## config.mk

```make
export PLATFORM = sky130hd
export DESIGN_NAME = memSubsystem
export DESIGN_NICKNAME = d
export VERILOG_FILES = /design/src/memStagePkg.sv /design/src/dbusIf.sv /design/src/addrTranslate.sv /design/src/dbusArbiter.sv /design/src/memStage.sv /design/src/memSubsystem.sv /design/src/storeAlign.sv
export VERILOG_INCLUDE_DIRS = /design/src
export SDC_FILE = /design/constraint.sdc
export NUM_CORES = 1
export LEC_CHECK = 0
export BUFFER_PORTS_ARGS = -buffer_cell sky130_fd_sc_hd__buf_2
export CORE_MARGIN = 4
export CORE_UTILIZATION = 36
export DETAILED_ROUTE_END_ITERATION = 10
export PLACE_DENSITY_LB_ADDON = 0.25
export RECOVER_POWER = 25
export SKIP_LAST_GASP = 1
export SYNTH_ARGS = -nofsm -noshare
export SYNTH_HDL_FRONTEND = slang
export SYNTH_SLANG_ARGS = --single-unit
```

## constraint.sdc

```tcl
create_clock -name clk -period 3.6 [get_ports clk]
set_clock_uncertainty 0.2 [all_clocks]
set_input_delay 0.36 -clock clk [delete_from_list [all_inputs] [get_ports clk]]
set_output_delay 0.36 -clock clk [all_outputs]
set_load 0.1 [all_outputs]
```

## src/memStage_consts.svh

```systemverilog
`ifndef MEMSTAGE_CONSTS_SVH
`define MEMSTAGE_CONSTS_SVH

// kseg0 starts here, kseg1 ends here
`define KSEG_LOW 32'h8000_0000
`define KSEG_HIGH 32'hBFFF_FFFF

// drops the segment bits of kseg0/kseg1 addresses
`define PHYS_MASK 32'h1FFF_FFFF

// word address on the data bus
`define WB_ADR_W 30

// depth of the memory model
`define TB_MEM_WORDS 256

`endif

```

## src/memStagePkg.sv

```systemverilog
package memStagePkg;

    // access width in bytes
    typedef enum logic [1:0] {
        size1 = 2'd0,
        size2 = 2'd1,
        size4 = 2'd2
    } accSize;

    // address errors raised by this stage
    typedef enum logic [1:0] {
        excNone = 2'd0,
        excAdel = 2'd1,
        excAdes = 2'd2
    } excCode;

    // bus arbiter FSM
    typedef enum logic [1:0] {
        idle     = 2'd0,
        busLane1 = 2'd1,
        busLane0 = 2'd2,
        finish   = 2'd3
    } arbState;

    // one lane's data-bus request
    typedef struct packed {
        logic        valid;
        logic        write;
        logic [31:0] addr;
        accSize      size;
        logic [3:0]  strobe;
        logic [31:0] data;
    } laneReq;

endpackage

```

## src/dbusIf.sv

```systemverilog
`timescale 1ns/1ps

interface dbusIf;
    import memStagePkg::*;

    // request from the stage
    laneReq      req;
    // completion back from the arbiter
    logic        done;
    logic [31:0] rdata;

    modport stage (
        output req,
        input  done,
        input  rdata
    );

    modport arbiter (
        input  req,
        output done,
        output rdata
    );

endinterface

```

## src/addrTranslate.sv

```systemverilog
`timescale 1ns/1ps
`include "memStage_consts.svh"

module addrTranslate (
    input  logic [31:0] vaddr,
    output logic [31:0] paddr
);

    logic unmapped;

    // kseg0 and kseg1 both map onto the low 512 MB
    assign unmapped = (vaddr >= `KSEG_LOW) && (vaddr <= `KSEG_HIGH);

    always_comb begin
        if (unmapped) begin
            paddr = vaddr & `PHYS_MASK;
        end else begin
            // no TLB, kuseg and kseg2/3 go straight through
            paddr = vaddr;
        end
    end

endmodule

```

## src/dbusArbiter.sv

```systemverilog
`timescale 1ns/1ps
`include "memStage_consts.svh"

module dbusArbiter (
    input  logic                 clk,
    input  logic                 arstN,
    dbusIf.arbiter               lane0If,
    dbusIf.arbiter               lane1If,
    output logic                 stall,
    output logic                 wbCyc,
    output logic                 wbStb,
    output logic                 wbWe,
    output logic [`WB_ADR_W-1:0] wbAdr,
    output logic [3:0]           wbSel,
    output logic [31:0]          wbDatW,
    input  logic [31:0]          wbDatR,
    input  logic                 wbAck
);
    import memStagePkg::*;

    arbState     state;
    logic        pend0;
    logic        pend1;
    logic        anyReq;
    logic        ackSeen;
    logic        loadBus;
    laneReq      selReq;
    logic [31:0] data0;
    logic [31:0] data1;

    assign anyReq  = lane0If.req.valid || lane1If.req.valid;
    assign ackSeen = wbStb && wbAck;

    // out of idle lane 1 goes first, later transfers are always lane 0
    assign selReq = (state == idle && lane1If.req.valid) ? lane1If.req : lane0If.req;

    // start a transfer leaving idle, or after the idle bus cycle following lane 1
    assign loadBus = (state == idle && anyReq) || (state == busLane0 && !wbCyc);

    always_comb begin
        case (state)
            idle:     stall = anyReq;
            busLane1: stall = 1'b1;
            busLane0: stall = 1'b1;
            default:  stall = 1'b0;
        endcase
    end

    always_ff @(posedge clk or negedge arstN) begin
        if (!arstN) begin
            state <= idle;
            pend0 <= 1'b0;
            pend1 <= 1'b0;
            wbCyc <= 1'b0;
            wbStb <= 1'b0;
            wbWe  <= 1'b0;
        end else begin
            case (state)
                idle: begin
                    if (anyReq) begin
                        pend0 <= lane0If.req.valid;
                        pend1 <= lane1If.req.valid;
                        state <= lane1If.req.valid ? busLane1 : busLane0;
                    end
                end
                busLane1: begin
                    if (ackSeen) begin
                        state <= pend0 ? busLane0 : finish;
                    end
                end
                busLane0: begin
                    if (ackSeen) begin
                        state <= finish;
                    end
                end
                default: begin
                    // finish lasts one cycle
                    state <= idle;
                end
            endcase

            if (loadBus) begin
                wbCyc <= 1'b1;
                wbStb <= 1'b1;
                wbWe  <= selReq.write;
            end else if (ackSeen) begin
                wbCyc <= 1'b0;
                wbStb <= 1'b0;
            end
        end
    end

    always_ff @(posedge clk) begin
        if (loadBus) begin
            wbAdr  <= selReq.addr[31 -: `WB_ADR_W];
            wbSel  <= selReq.strobe;
            wbDatW <= selReq.data;
        end
        // read word captured at each lane's ack
        if (ackSeen && state == busLane1) begin
            data1 <= wbDatR;
        end
        if (ackSeen && state == busLane0) begin
            data0 <= wbDatR;
        end
    end

    assign lane0If.done  = (state == finish) && pend0;
    assign lane1If.done  = (state == finish) && pend1;
    assign lane0If.rdata = data0;
    assign lane1If.rdata = data1;

    assert property (@(posedge clk) disable iff (!arstN) wbStb |-> wbCyc)
        else $error("wbStb high without wbCyc");

    // classic cycle holds until ack
    assert property (@(posedge clk) disable iff (!arstN)
        (wbStb && !wbAck) |=> wbStb && $stable({wbWe, wbAdr, wbSel, wbDatW}))
        else $error("bus changed before ack: adr %h sel %h", wbAdr, wbSel);

    assert property (@(posedge clk) disable iff (!arstN)
        (state == idle && !anyReq) |-> !stall)
        else $error("stall in idle with no request");

endmodule

```

## src/memStage.sv

```systemverilog
`timescale 1ns/1ps

module memStage (
    input  logic                clk,
    input  logic                arstN,
    input  logic [31:0]         aluOut [2],
    input  logic [31:0]         srcB [2],
    input  memStagePkg::accSize size [2],
    input  logic                memRead [2],
    input  logic                memWrite [2],
    input  logic                excIn [2],
    output memStagePkg::excCode excOut [2],
    output logic                squash0,
    dbusIf.stage                lane0If,
    dbusIf.stage                lane1If
);
    import memStagePkg::*;

    logic [31:0] paddr [2];
    logic [31:0] wdata [2];
    logic [3:0]  strobe [2];
    logic        alignErr [2];
    logic        loadMis [2];
    excCode      excDet [2];
    laneReq      req [2];

    for (genvar i = 0; i < 2; i++) begin : gLane
        addrTranslate u_addrTranslate (
            .vaddr (aluOut[i]),
            .paddr (paddr[i])
        );

        storeAlign u_storeAlign (
            .addrLow  (aluOut[i][1:0]),
            .srcData  (srcB[i]),
            .size     (size[i]),
            .wdata    (wdata[i]),
            .strobe   (strobe[i]),
            .misalign (alignErr[i])
        );

        // each lane checks its own address
        assign loadMis[i] = (size[i] == size2 && aluOut[i][0])
                         || (size[i] == size4 && aluOut[i][1:0] != 2'b00);

        always_comb begin
            excDet[i] = excNone;
            // an exception from an earlier stage wins
            if (!excIn[i]) begin
                if (memWrite[i] && alignErr[i]) begin
                    excDet[i] = excAdes;
                end else if (memRead[i] && !memWrite[i] && loadMis[i]) begin
                    excDet[i] = excAdel;
                end
            end
        end

        // lane 1 is older so only lane 0 can be squashed
        assign excOut[i] = (i == 0 && squash0) ? excNone : excDet[i];

        always_comb begin
            req[i] = '0;
            if (memRead[i] || memWrite[i]) begin
                req[i].valid = !excIn[i] && (excDet[i] == excNone) && !(i == 0 && squash0);
                req[i].write = memWrite[i];
                req[i].addr  = paddr[i];
                req[i].size  = size[i];
                // loads return the whole word
                req[i].strobe = memWrite[i] ? strobe[i] : 4'b1111;
                req[i].data   = memWrite[i] ? wdata[i] : 32'h0;
            end
        end

        // a lane with an exception never reaches the bus
        assert property (@(posedge clk) disable iff (!arstN)
            req[i].valid |-> (excOut[i] == excNone))
            else $error("lane %0d: request valid with exception %0d", i, excOut[i]);
    end

    // any lane 1 exception squashes the younger lane 0
    assign squash0 = excIn[1] || (excDet[1] != excNone);

    assign lane0If.req = req[0];
    assign lane1If.req = req[1];

endmodule

```

## src/memSubsystem.sv

```systemverilog
`timescale 1ns/1ps
`include "memStage_consts.svh"

module memSubsystem (
    input  logic                 clk,
    input  logic                 arstN,
    input  logic [31:0]          aluOut [2],
    input  logic [31:0]          srcB [2],
    input  memStagePkg::accSize  size [2],
    input  logic                 memRead [2],
    input  logic                 memWrite [2],
    input  logic                 excIn [2],
    output memStagePkg::excCode  excOut [2],
    output logic                 squash0,
    output logic                 stall,
    output logic                 done0,
    output logic                 done1,
    output logic [31:0]          rdata0,
    output logic [31:0]          rdata1,
    output logic                 wbCyc,
    output logic                 wbStb,
    output logic                 wbWe,
    output logic [`WB_ADR_W-1:0] wbAdr,
    output logic [3:0]           wbSel,
    output logic [31:0]          wbDatW,
    input  logic [31:0]          wbDatR,
    input  logic                 wbAck
);

    // one link per lane between stage and arbiter
    dbusIf lane0If ();
    dbusIf lane1If ();

    memStage u_memStage (
        .clk      (clk),
        .arstN    (arstN),
        .aluOut   (aluOut),
        .srcB     (srcB),
        .size     (size),
        .memRead  (memRead),
        .memWrite (memWrite),
        .excIn    (excIn),
        .excOut   (excOut),
        .squash0  (squash0),
        .lane0If  (lane0If.stage),
        .lane1If  (lane1If.stage)
    );

    dbusArbiter u_dbusArbiter (
        .clk     (clk),
        .arstN   (arstN),
        .lane0If (lane0If.arbiter),
        .lane1If (lane1If.arbiter),
        .stall   (stall),
        .wbCyc   (wbCyc),
        .wbStb   (wbStb),
        .wbWe    (wbWe),
        .wbAdr   (wbAdr),
        .wbSel   (wbSel),
        .wbDatW  (wbDatW),
        .wbDatR  (wbDatR),
        .wbAck   (wbAck)
    );

    // completions out to the writeback side
    assign done0  = lane0If.done;
    assign done1  = lane1If.done;
    assign rdata0 = lane0If.rdata;
    assign rdata1 = lane1If.rdata;

endmodule

```

## src/storeAlign.sv

```systemverilog
`timescale 1ns/1ps

module storeAlign (
    input  logic [1:0]          addrLow,
    input  logic [31:0]         srcData,
    input  memStagePkg::accSize size,
    output logic [31:0]         wdata,
    output logic [3:0]          strobe,
    output logic                misalign
);
    import memStagePkg::*;

    logic [1:0] offset;

    assign offset = addrLow;

    always_comb begin
        wdata    = srcData;
        strobe   = 4'b0000;
        misalign = 1'b0;
        case (size)
            size1: begin
                // byte copied to every lane and the strobe picks one
                wdata  = {4{srcData[7:0]}};
                strobe = 4'b0001 << offset;
            end
            size2: begin
                wdata    = {2{srcData[15:0]}};
                strobe   = offset[1] ? 4'b1100 : 4'b0011;
                misalign = offset[0];
            end
            size4: begin
                wdata    = srcData;
                strobe   = 4'b1111;
                misalign = (offset != 2'b00);
            end
            default: begin
                // unused encoding writes nothing
                strobe = 4'b0000;
            end
        endcase
    end

endmodule

```

==> results of run 1 <==
cell type report:
cell class                 count  area [sq um]
tap                          220           275
multi-input combinational    293          1900
inverter                      14          52.6
sequential                   136          4050
fill                        1500          7780
clock inverter                15           133
clock buffer                  17           425
timing repair buffer         367          2020
report_power, final:
group	switching (mW)	total (mW)	internal (mW)	leakage (nW)
Clock	0.719	1.63	0.909	0.267
Sequential	0.140	2.47	2.33	1.29
Combinational	3.87	4.52	0.646	2.20
cells in the final DEF (no fill, tap or decap), drive strengths merged, types with 2 or more instances in the layout:
| cell type | n |
|---|---|
| a211oi | 5 |
| a21o | 2 |
| a21oi | 30 |
| a22o | 24 |
| a22oi | 16 |
| a31oi | 4 |
| and2 | 3 |
| and3 | 2 |
| buf | 261 |
| clkbuf | 81 |
| clkinv | 3 |
| clkinvlp | 3 |
| dfrtp | 6 |
| dlygate4sd3 | 42 |
| edfxtp | 130 |
| ha | 13 |
| inv | 23 |
| mux2 | 2 |
| mux2i | 11 |
| nand2 | 62 |
| nand2b | 3 |
| nand3 | 30 |
| nor2 | 16 |
| nor2b | 6 |
| nor3b | 8 |
| o21ai | 12 |
| o22ai | 24 |
| o311ai | 2 |
| o31ai | 2 |
| or2 | 2 |
worst max-delay path: cells and delay by family, from the launching register on:
| kind | cells | cell delay [ns] |
|---|---|---|
| adder cells (fa/ha/maj) | 1 | 0.29 |
| AND/OR/NAND/NOR | 2 | 0.39 |
| flip-flops | 1 | 0.43 |
| buffers and inverters | 2 | 0.31 |
| AO/OA/AOI/OAI | 2 | 0.60 |
worst max path at each step:
stage                                   endpoint                   start  slack (ns)  cells after the start
after floorplan               u_dbusArbiter.wbWe                 size[0]        0.05                      6
after global placement    u_dbusArbiter.state[0]                 size[1]        0.61                      8
after detailed placement  u_dbusArbiter.state[0]                 size[1]        0.51                      8
after CTS                                  stall  u_dbusArbiter.state[0]        0.59                      7
after global routing                       stall  u_dbusArbiter.state[0]        0.45                      7
final                                      stall  u_dbusArbiter.state[0]        0.61                      7
kinds of logic after synthesis:
kind of cell / Yosys count / synth area share (%)
muxes: 13 / 2.17
buffers and inverters: 43 / 3.01
adders and majority gates: 13 / 2.66
DFF: 136 / 66.3
AOI/OAI and AO/OA: 130 / 15.2
and+or+nand+nor: 137 / 10.7
per-stage QoR:
stage	instance area [sq um]	hold WS (ns)	instances	utilization [%]	total power, mW
2_1_floorplan	6140	-0.136	472	-	6.19
3_3_place_gp	7950	-0.0109	988	47.8	6.97
3_5_place_dp	7950	-0.00788	988	47.8	7.01
4_1_cts	8930	0.000533	1062	53.7	8.69
5_1_grt	8860	0.00321	1062	53.2	8.90
6_report	8860	0.0167	1062	53.2	8.62
sequential cells by signal, summed over array words and instances (netlist names):
register / flops
u_dbusArbiter.wbDatW: 32
u_dbusArbiter.lane1If.rdata: 32
u_dbusArbiter.pend0: 1
u_dbusArbiter.wbAdr: 30
u_dbusArbiter.wbSel: 4
u_dbusArbiter.wbWe: 1
u_dbusArbiter.state: 2
u_dbusArbiter.lane0If.rdata: 32
u_dbusArbiter.wbCyc: 1
u_dbusArbiter.pend1: 1
metal layers:
layer  GRT usage [%]  wire length, um
met3            4.94             1480
met5               0                0
met2            33.5             9920
met4            7.02              512
met1            24.2             7730
==> out/results.ini, run 1 <==
[clocking]
post-cts-setup-buffers = 0
root_buffer = clkbuf_16
clock_latency_ns = 0.40
cts_buffer_depth = 2
cts_made_buffers = 17
cts.sinks = 136
clk_pin_slew_ns = 0.06
cts_hold_buf = 42
cts_repair_resize_count = 0
htree_levels = 4
cts_tree = done

[timing]
drv_slew = 0
setup_viol = 0
clock.fmax_mhz = 334
period_minus_slack_ns = 2.99
fin_ws_ns = 0.607
rsz0062_at_grt = no
finalCritPeriodShare_pct = 83.1
slew_headroom_pct = 20.3
finalHoldViolations = 0
worstMarginPinSlew_ns = 1.20
setup-tns-final_ns = 0

[logic_synthesis]
avgSynthCellArea_sq_um = 13.0
synthArstFlopShare_pct = 4.41
synth_edf_count = 130
yosysTopAreaCell = edfxtp_1
synth_common_cells = edfxtp_1, nand2_1, nand3_1, a21oi_1
synth_flop_cell = edfxtp_1
synth_most_common_cell = edfxtp_1
synth_top_area_share_pct = 63.8
ys_ff_latch = 136
ys_seq_area_share_pct = 66.3
synthTopCellsByArea = edfxtp_1, nand2_1, a22o_1
postSynthCellCount = 472
synth_fp_nets = 658
yosys.cell_types.count = 49
synth_area_sq_mm = 0.00612
ys_warn_count = 0

[placement]
gp_congestion = 0.936
port_buffers = 313
hpwl_um = 14500
post-place-ws_ns = 0.509

[final_layout]
insertedDiodeCount = 0
syn2layout_area_growth_pct = 44.8
drive_above_1_share_pct = 36.9
final_nets = 1015

[min_path]
holdPathStages = 3
worstHoldStart = aluOut[12]
worstHoldEndpoint = u_dbusArbiter.wbAdr[10]
hold_path.class = in2reg

[critical_path]
reg2reg_from = u_dbusArbiter.state[0]
crit_path_top_delay_cell = dfrtp_1
rrSetupSlack_ns = 0.92
cp_max_fo = 6
path_class = reg2out
arrival_ns = 2.43
start_kind = flop
worstPathRequired_ns = 3.04
reg2reg_to = u_dbusArbiter.state[0]
crit_path_end_kind = output pin
crit_chain = inv_1, ha_1, nor2b_1, o311a_1, nor2_1, a21oi_1, buf_12
max_stage_delay_ns = 0.43
reg2regPathDepth = 7

[floorplan]
rows = 47
dieArea_sq_mm = 0.0191
fp.dieH_um = 138
die_x_um = 138
num_io_pins = 314
core_area_sq_mm = 0.0166
start_util_pct = 36.8

[global_route]
grt_pass1_wl_um = 30100
grt_util_all_layers_pct = 19.6
grt_pass1_vias = 5576
grt_max_degree = 37
globalRoute.totalOverflow = 0
grt_antenna_before_repair = 0

[power_and_ir_drop]
power_density_mw_per_mm2 = 973
power_leakage_nw = 3.76
irDropWorstVdd_v = 0.000989

[routing]
drt_iter0_markers = 343
post-route-drc-count = 0
ant_nets = 0
drt-pass1-iter-count = 6
vias_per_cell = 5.15
wl_um = 19600
via_count = 5470
wire_per_inst_um = 18.5

[flow_run]
drv_cap = 0

[outcome]
status = completed

No activity file was read; power rests on OpenSTA's default activity.
==> inputs of run 2 (changes only) <==
==> constraint.sdc (replaced) <==
create_clock -name clk -period 2.85 [get_ports clk]
set_clock_uncertainty 0.2 [all_clocks]
set_input_delay 0.285 -clock clk [delete_from_list [all_inputs] [get_ports clk]]
set_output_delay 0.285 -clock clk [all_outputs]
set_load 0.1 [all_outputs]
==> out/results.ini, run 2 (synthesis gave the netlist of run 1 again) <==
[outcome]
status = completed

[final_layout]
final_common_cell = buf_2
post-route-util_pct = 57.4  ; +4.2 points
syn2layout_area_growth_pct = 56.2
final_cell_mix = buf_2, edfxtp_1, dlygate4sd3_1
stdcell_area_sq_mm = 0.00956  ; +7.9%
fillers = 1409  ; -6.1%
final_nets = 1066  ; +5.0%
final_cells = 1113  ; +4.8%
drive_above_1_share_pct = 36.1  ; -0.84 points

[critical_path]
crit_path_end_kind = flop
crit_buf_inv = 3  ; +1
start_kind = flop
path_delay_family = buffers and inverters
cp_max_fo = 32  ; +26
crit_chain = inv_1, ha_1, and4bb_4, o311a_4, buf_6, nand2_1, nand2_1, dlygate4sd3_1
worstPathRequired_ns = 2.81  ; -0.23 ns
reg2reg_from = u_dbusArbiter.state[0]
critical_path.most_common_cell = nand2_1
reg2reg_to = u_dbusArbiter.wbAdr[2]
path_class = reg2reg
rrSetupSlack_ns = 0.08  ; -0.84 ns
crit_path_top_delay_cell = dlygate4sd3_1
arrival_ns = 2.73  ; +0.30 ns
max_stage_delay_ns = 0.56  ; +0.13 ns
reg2regPathDepth = 8  ; +1

[timing]
worstMarginPinSlew_ns = 1.26  ; +0.0558 ns
finalCritPeriodShare_pct = 97.3
fin_ws_ns = 0.0769  ; -0.530 ns
period_minus_slack_ns = 2.77
drv_slew = 0  ; unchanged
slew_headroom_pct = 16.6  ; -3.7 points
setup_viol = 0  ; unchanged
finalHoldViolations = 0  ; unchanged
clock.fmax_mhz = 361
rsz0062_at_grt = no

[power_and_ir_drop]
comb_power_share_pct = 52.3  ; -0.2 points
clkPwrFrac_pct = 19.8  ; +0.9 points
p_seq_share_pct = 27.9  ; -0.7 points
irDropWorstVdd_v = 0.00117  ; +18%
power_leakage_nw = 4.03  ; +7.1%
p_int_mw = 5.29  ; +36%
netSwitchingFraction_pct = 53.0  ; -2.0 points
p_sw_mw = 5.95  ; +26%
power_density_mw_per_mm2 = 1180  ; +21%

[routing]
post-route-drc-count = 0  ; unchanged
wl_um = 20500  ; +4.3%
vias_per_cell = 5.14  ; -0.12%
wire_per_inst_um = 18.4  ; -0.45%
drt-pass1-iter-count = 6  ; unchanged
ant_nets = 0  ; unchanged
via_count = 5726  ; +4.7%
drt_iter0_markers = 400  ; +17%

[floorplan]
die_x_um = 138  ; unchanged
dieArea_sq_mm = 0.0191  ; unchanged
num_io_pins = 314  ; unchanged
fp.dieH_um = 138  ; unchanged
core_area_sq_mm = 0.0166  ; unchanged
rows = 47  ; unchanged
start_util_pct = 36.8  ; unchanged

[global_route]
grt_util_all_layers_pct = 20.4  ; +0.80 points
use_met1_pct = 24.7  ; +0.49 points
grt.busiest_layer = met2
grt_pass1_vias = 5864  ; +5.2%
met2_usage_pct = 33.3  ; -0.21 points
use_met3_pct = 5.04  ; +0.10 points
grt_antenna_before_repair = 0  ; unchanged
grt_pass1_wl_um = 31000  ; +3.0%
globalRoute.totalOverflow = 0  ; unchanged
grt_max_degree = 37  ; unchanged

[clocking]
clock_latency_ns = 0.41  ; about the same
cts_buffer_depth = 2  ; unchanged
cts_tree = done
htree_levels = 4  ; unchanged
root_buffer = clkbuf_16
cts_made_buffers = 17  ; unchanged
cts.sinks = 136  ; unchanged
clk_pin_slew_ns = 0.06  ; about the same
post-cts-setup-buffers = 0  ; unchanged

[min_path]
worstHoldStart = aluOut[44]
hold_path.class = in2reg
worstHoldEndpoint = u_dbusArbiter.wbAdr[10]
holdPathStages = 3  ; unchanged

[placement]
placedCellCount = 991  ; +0.30%
port_buffers = 313  ; unchanged
post-place-ws_ns = 0.226  ; -0.283 ns
hpwl_um = 14700  ; +1.3%
gp_congestion = 0.924  ; -1.2%
dpl_cell_area_sq_mm = 0.00810  ; +1.9%

[flow_run]
drv_cap = 0  ; unchanged

## run 2: power by group through the flow
stage / sequential (mW) / clock (mW) / combinational, mW
final: 3.14 / 2.22 / 5.88
after CTS: 3.14 / 2.27 / 5.89
after global placement: 3.17 / 0 / 5.70
after floorplan: 6.75 / 0 / 1.10
after detailed placement: 3.17 / 0 / 5.73
after global routing: 3.18 / 2.36 / 6.06
## run 2: worst max-delay path by stage
stage | depth (start not counted) | startpoint | endpoint
after floorplan | 6 | size[0] | u_dbusArbiter.wbWe
after global placement | 8 | size[1] | u_dbusArbiter.wbDatW[19]
after detailed placement | 8 | size[1] | u_dbusArbiter.wbDatW[27]
after CTS | 8 | u_dbusArbiter.state[0] | u_dbusArbiter.wbAdr[22]
after global routing | 8 | u_dbusArbiter.state[0] | u_dbusArbiter.wbAdr[11]
final | 8 | u_dbusArbiter.state[0] | u_dbusArbiter.wbAdr[2]
## run 2: timing repair
item                                   in CTS  in global routing
gates resized for setup                     1                  5
endpoints found under the hold margin     101                  0
hold buffers                               90                  0
setup endpoints to repair                   1                 20
## run 2: metrics by stage
step           TNS [ns]  power (mW)  hold WS (ns)
2_1_floorplan    -33.50        7.84        -0.211
5_1_grt               0        11.6       0.00789
4_1_cts               0        11.3      0.000232
6_report              0        11.2        0.0158
3_3_place_gp          0        8.87       -0.0836
3_5_place_dp          0        8.90       -0.0834
## run 2: worst reg2reg max path: stages, from the launching register on
cell	delay (ns)
dfrtp_1	0.43
inv_1	0.10
ha_1	0.29
and4bb_4	0.25
o311a_4	0.34
buf_6	0.20
nand2_1	0.10
nand2_1	0.06
dlygate4sd3_1	0.56
## run 2: routing by layer
metal | vias up | share of wire, %
li1 | 2627 | -
met1 | 2693 | 39
met2 | 341 | 49
met3 | 65 | 8.1
met4 | 0 | 4.3
met5 | - | 0
## run 2: area by class of cell
type	instances	area [sq um]	area share, %
Sequential cell	136	4050	42.4
Timing Repair Buffer	418	2570	26.9
Multi-Input combinational cell	293	2000	20.9
Clock buffer	18	429	4.49
Tap cell	220	275	2.88
Clock inverter	13	171	1.79
Inverter	14	52.6	0.550
Antenna cell	1	2.50	0.0262
